$ cat src/hdl/ccm_pkg.sv
// Sizes fixed for a 4 KB DCCM and a 4 KB ICCM of four banks each, ECC kept in the top 7 bits
`default_nettype none

package ccm_pkg;

   // ******************************
   // Memory geometry
   // ******************************
   localparam int DCCM_BITS   = 12;  // DCCM byte address
   localparam int ICCM_BITS   = 12;  // ICCM byte address
   localparam int NUM_BANKS   = 4;
   localparam int BANK_ROWS   = 256;

   // ******************************
   // Word layout
   // ******************************
   localparam int DATA_WIDTH  = 32;
   localparam int ECC_WIDTH   = 7;   // Six Hamming bits plus overall parity
   localparam int FDATA_WIDTH = DATA_WIDTH + ECC_WIDTH;

   typedef logic [DCCM_BITS-1:0]         dccm_addr_t;
   typedef logic [ICCM_BITS-3:0]         iccm_addr_t;  // Word address
   typedef logic [FDATA_WIDTH-1:0]       fdata_t;      // {ecc, data}
   typedef logic [DATA_WIDTH-1:0]        data_t;
   typedef logic [$clog2(BANK_ROWS)-1:0] row_t;
   typedef logic [$clog2(NUM_BANKS)-1:0] bank_idx_t;
   typedef logic [NUM_BANKS-1:0]         bank_vec_t;

endpackage

`default_nettype wire

$ cat src/hdl/ccm_ctrl.sv
// A write strobe overrides a read in the same cycle; ICCM sizes other than 3'b011 write one word
`timescale 1ns/1ps
`default_nettype none

module ccm_ctrl import ccm_pkg::*; (
   input  wire                  clk,
   input  wire                  rst_n,

   input  wire                  dccm_wren,
   input  wire                  dccm_rden,
   input  wire dccm_addr_t      dccm_wr_addr_lo,
   input  wire dccm_addr_t      dccm_wr_addr_hi,
   input  wire dccm_addr_t      dccm_rd_addr_lo,
   input  wire dccm_addr_t      dccm_rd_addr_hi,

   input  wire                  iccm_wren,
   input  wire                  iccm_rden,
   input  wire iccm_addr_t      iccm_rw_addr,
   input  wire [2:0]            iccm_wr_size,

   output bank_vec_t            dccm_bank_en,
   output bank_vec_t            dccm_bank_we,
   output bank_vec_t            dccm_bank_sel_hi,
   output row_t [NUM_BANKS-1:0] dccm_bank_row,
   output bank_idx_t            dccm_rd_bank_lo_q,
   output bank_idx_t            dccm_rd_bank_hi_q,

   output bank_vec_t            iccm_bank_en,
   output bank_vec_t            iccm_bank_we,
   output bank_vec_t            iccm_bank_sel_hi,
   output row_t [NUM_BANKS-1:0] iccm_bank_row,
   output bank_idx_t            iccm_rd_bank_q
);

   dccm_addr_t dccm_addr_lo;
   dccm_addr_t dccm_addr_hi;
   bank_idx_t  dccm_bank_lo;
   bank_idx_t  dccm_bank_hi;
   logic       dccm_access;
   logic       dccm_rd_go;

   iccm_addr_t iccm_addr_nxt;
   bank_idx_t  iccm_bank_0;
   bank_idx_t  iccm_bank_1;
   logic       iccm_access;
   logic       iccm_second;   // Next word also accessed
   logic       iccm_rd_go;

   // ******************************
   // DCCM decode
   // ******************************
   assign dccm_addr_lo = dccm_wren ? dccm_wr_addr_lo : dccm_rd_addr_lo;
   assign dccm_addr_hi = dccm_wren ? dccm_wr_addr_hi : dccm_rd_addr_hi;
   assign dccm_bank_lo = dccm_addr_lo[3:2];
   assign dccm_bank_hi = dccm_addr_hi[3:2];
   assign dccm_access  = dccm_wren | dccm_rden;
   assign dccm_rd_go   = dccm_rden & ~dccm_wren;

   always_comb begin
      for (int i = 0; i < NUM_BANKS; i++) begin
         // Hi side only when it lands in another bank
         dccm_bank_sel_hi[i] = (dccm_bank_hi == bank_idx_t'(i)) && (dccm_bank_hi != dccm_bank_lo);
         dccm_bank_en[i]     = dccm_access &
                               ((dccm_bank_lo == bank_idx_t'(i)) | dccm_bank_sel_hi[i]);
         dccm_bank_we[i]     = dccm_wren & dccm_bank_en[i];
         dccm_bank_row[i]    = dccm_bank_sel_hi[i] ? dccm_addr_hi[DCCM_BITS-1:4]
                                                   : dccm_addr_lo[DCCM_BITS-1:4];
      end
   end

   // ******************************
   // ICCM decode
   // ******************************
   assign iccm_addr_nxt = iccm_rw_addr + 1'b1;   // Bank 3 wraps into the next row
   assign iccm_bank_0   = iccm_rw_addr[1:0];
   assign iccm_bank_1   = iccm_addr_nxt[1:0];
   assign iccm_access   = iccm_wren | iccm_rden;
   assign iccm_second   = iccm_wren ? (iccm_wr_size == 3'b011) : iccm_rden;
   assign iccm_rd_go    = iccm_rden & ~iccm_wren;

   always_comb begin
      for (int i = 0; i < NUM_BANKS; i++) begin
         iccm_bank_sel_hi[i] = iccm_second & (iccm_bank_1 == bank_idx_t'(i));
         iccm_bank_en[i]     = iccm_access &
                               ((iccm_bank_0 == bank_idx_t'(i)) | iccm_bank_sel_hi[i]);
         iccm_bank_we[i]     = iccm_wren & iccm_bank_en[i];
         iccm_bank_row[i]    = iccm_bank_sel_hi[i] ? iccm_addr_nxt[ICCM_BITS-3:2]
                                                   : iccm_rw_addr[ICCM_BITS-3:2];
      end
   end

   // Bank numbers for the output muxes one cycle later
   always_ff @(posedge clk or negedge rst_n) begin
      if (!rst_n) begin
         dccm_rd_bank_lo_q <= '0;
         dccm_rd_bank_hi_q <= '0;
         iccm_rd_bank_q    <= '0;
      end else begin
         if (dccm_rd_go) begin
            dccm_rd_bank_lo_q <= dccm_bank_lo;
            dccm_rd_bank_hi_q <= dccm_bank_hi;   // Same bank gives the lo word twice
         end
         if (iccm_rd_go) begin
            iccm_rd_bank_q <= iccm_bank_0;
         end
      end
   end

endmodule

`default_nettype wire

$ cat config.mk
export PLATFORM = sky130hd
export DESIGN_NAME = ccm_ctrl
export DESIGN_NICKNAME = d
export VERILOG_FILES = /design/src/hdl/ccm_pkg.sv /design/src/hdl/ccm_ctrl.sv
export SDC_FILE = /design/constraint.sdc
export NUM_CORES = 1
export LEC_CHECK = 0
export BUFFER_PORTS_ARGS = -buffer_cell sky130_fd_sc_hd__buf_2
export CAP_MARGIN = 40
export CORE_MARGIN = 5
export CORE_UTILIZATION = 35
export DETAILED_ROUTE_END_ITERATION = 10
export MAX_ROUTING_LAYER = met4
export PLACE_DENSITY_LB_ADDON = 0.2
export SKIP_LAST_GASP = 1
export SYNTH_ARGS = -nofsm -noshare
export SYNTH_HDL_FRONTEND = slang
export SYNTH_SLANG_ARGS = --single-unit
$ cat constraint.sdc
create_clock -name clk -period 1.5 [get_ports clk]
set_input_delay 0.075 -clock clk [delete_from_list [all_inputs] [get_ports clk]]
set_output_delay 0.075 -clock clk [all_outputs]
set_load 0.005 [all_outputs]
==> impl_metrics.ini <==
[cells_and_area]
final_area_um2 = 2320
antennaDiodeCount = 0
drive_gt1_share_pct = 56.2
fillers = 386
finalNetCount = 391
final_cell_mix = 151 x buf_2, 48 x mux2i_1, 12 x buf_4
instances_no_fill = 372
multiInputGateArea_um2 = 1120
final_util_pct = 57.6
syn_to_final_growth_pct = 58.7
seq_area_um2 = 150
final_common_cell = buf_2

[placed_design]
placed_cells = 368
port_buffers = 152
dp_hpwl_mm = 4.54
gp_congestion = 0.847
place_area_um2 = 2250

[clock_network]
cts_root_buf = clkbuf_8
tritoncts = yes
clock_latency_ns = 0.22
htreeDepth = 1
cts_setup_buffers = 0
clkSinkCount = 6
cts_made_buffers = 3
path_clk_slew_ns = 0.03
clockBufferDepth = 2

[setup_path]
path_max_fanout = 14
rr_startpoint = iccm_rd_bank_q[0]$_DFFE_PN0P_
crit_end = dccm_bank_row[19]
path_buf_inv = 3
critPathSlowestCell = or3b_4
r2r-end = iccm_rd_bank_q[0]$_DFFE_PN0P_
cp-startpoint = dccm_wren
path_cells = buf_4 > or3b_4 > a221o_1 > buf_12 > mux2i_1 > buf_2
critPathLaunchType = input pin
cpLargestDelayFamily = buffers and inverters
worstSetupPathType = input pin to output pin
max_stage_delay_ns = 0.38
reg2regPathDepth = 1
cp-end-kind = output pin
reg2reg_slack_ns = 0.75
critPathArrivalTime_ns = 1.40
cp.depth = 6
worst_ep_required_time_ns = 1.42

[grt]
grt_start_max_net_pins = 20
antenna_found_initial = 0
track_usage_pct = 18.2
grt_pass1_vias = 1821
grt_pass1_wl_mm = 8.04
grt_overflow = 0

[sta]
rsz0062_at_grt = true
slew_headroom_pct = 72.8
fmax_mhz = 678
fin_crit_sh_pct = 98.4
final_max_slew_viol_count = 0
finalSetupViolCount = 0
worst_slew_pin_slew_ns = 0.407
finalHoldWorstSlack_ns = 0.172
finalHoldViolCount = 0
period_needed_ns = 1.48
clock_skew_ns = 0

[floorplanning]
ios = 161
die_height_um = 74.6
fp.dieW_um = 74.6
row_count = 23
die_area_um2 = 5570
start_util_pct = 36.3
core_region_area_um2 = 4030

[logic_synthesis]
syn_inst = 188
synth_edf_count = 0
syn-num-nets = 255
yosysWarnings = 0
ys_seq_area_share_pct = 10.3
syn_area_um2 = 1460
synth_seq_cells = 6
synth_ff_type = dfrtp_1
async_flop_share_pct = 100
synth.distinct_cells = 36
avgSynthCellArea_um2 = 7.77

[detailed_routing]
vias = 1874
drc = 0
drt_pass1_iterations = 4
wirelength_mm = 5.49
drt_iter0_drc = 73
antenna_left = 0
via_per_inst = 5.04
wire_per_inst_um = 14.8

[pwr]
ir_drop_v = 0.000221
power_density_nw_per_um2 = 498
leakage_nw = 1.45

[job]
cap_violations = 0

[run_status]
status = completed

[hold_path]
holdCritPathClass = input pin to register
[metrics by stage]
stage | setup WS [ns] | total power [mW] | setup TNS [ns]
2_1_floorplan | 0.243 | 0.560 | 0
3_3_place_gp | 0.0145 | 0.909 | 0
3_5_place_dp | -0.0243 | 0.919 | -0.0361
4_1_cts | 0.0211 | 1.17 | 0
5_1_grt | -0.0435 | 1.26 | -0.244
6_report | 0.0247 | 1.16 | 0
[synth_stat cells, types with 5 or more instances]
master	instances	area share [%]
a211oi_1	9	4.6
a21oi_1	7	2.4
clkbuf_1	25	6.4
dfrtp_1	6	10
inv_1	8	2.1
mux2_2	5	3.9
mux2i_1	48	33
nand2_1	5	1.3
nor2_1	11	2.8
xor2_1	6	3.6
[area by class of cell]
cell class | count | share of cell area [%]
Timing Repair Buffer | 167 | 39.5
Tap cell | 50 | 2.70
Clock buffer | 3 | 1.78
Sequential cell | 6 | 6.47
Inverter | 8 | 1.29
Multi-Input combinational cell | 138 | 48.3
[power by group]
part           total (mW)  switching [mW]  internal, mW
Clock               0.234          0.0619         0.172
Sequential          0.197          0.0112         0.186
Combinational       0.724           0.353         0.371
[routing by layer]
metal	vias up	GRT usage, %	part of all wire, %
li1	921	-	-
met1	835	22.0	39
met2	108	32.3	50
met3	10	1.74	9.5
met4	0	4.74	1.5
met5	-	-	0
[registers in the layout, summed over array words and instances (netlist names)]
| name | cells |
|---|---|
| dccm_rd_bank_lo_q | 2 |
| dccm_rd_bank_hi_q | 2 |
| iccm_rd_bank_q | 2 |
[repair_timing]
| action | 4_1_cts | 5_1_grt |
|---|---|---|
| hold endpoints to repair | 6 | 0 |
| hold buffers | 1 | 0 |
| endpoints found under the setup margin | 2 | 23 |
| pin swaps | 1 | 0 |
| resized for setup | 1 | 5 |
[cells by family (layout without fill, tap and decap cells)]
family / count (synthesis) / count (layout) / share of synthesized area, %
buffers and inverters: 44 / 178 / 14.2
multiplexers: 53 / 53 / 36.7
flip-flops: 6 / 6 / 10.3
AO/OA/AOI/OAI: 34 / 34 / 16.1
XOR/XNOR: 8 / 8 / 4.79
AND/OR/NAND/NOR: 43 / 43 / 17.9
[how the worst min path moves through the flow]
stage                       startpoint                               end  slack [ns]  depth (start not counted)
floorplan                        rst_n  dccm_rd_bank_hi_q[0]$_DFFE_PN0P_       -0.22                          0
global placement                 rst_n     iccm_rd_bank_q[0]$_DFFE_PN0P_       -0.10                          1
detailed placement               rst_n     iccm_rd_bank_q[0]$_DFFE_PN0P_        -0.1                          1
CTS                 dccm_rd_addr_lo[2]  dccm_rd_bank_lo_q[0]$_DFFE_PN0P_        0.17                          2
global route        dccm_rd_addr_lo[2]  dccm_rd_bank_lo_q[0]$_DFFE_PN0P_        0.17                          2
finish              dccm_rd_addr_lo[2]  dccm_rd_bank_lo_q[0]$_DFFE_PN0P_        0.17                          2
Power figures use the tool's default switching activity.
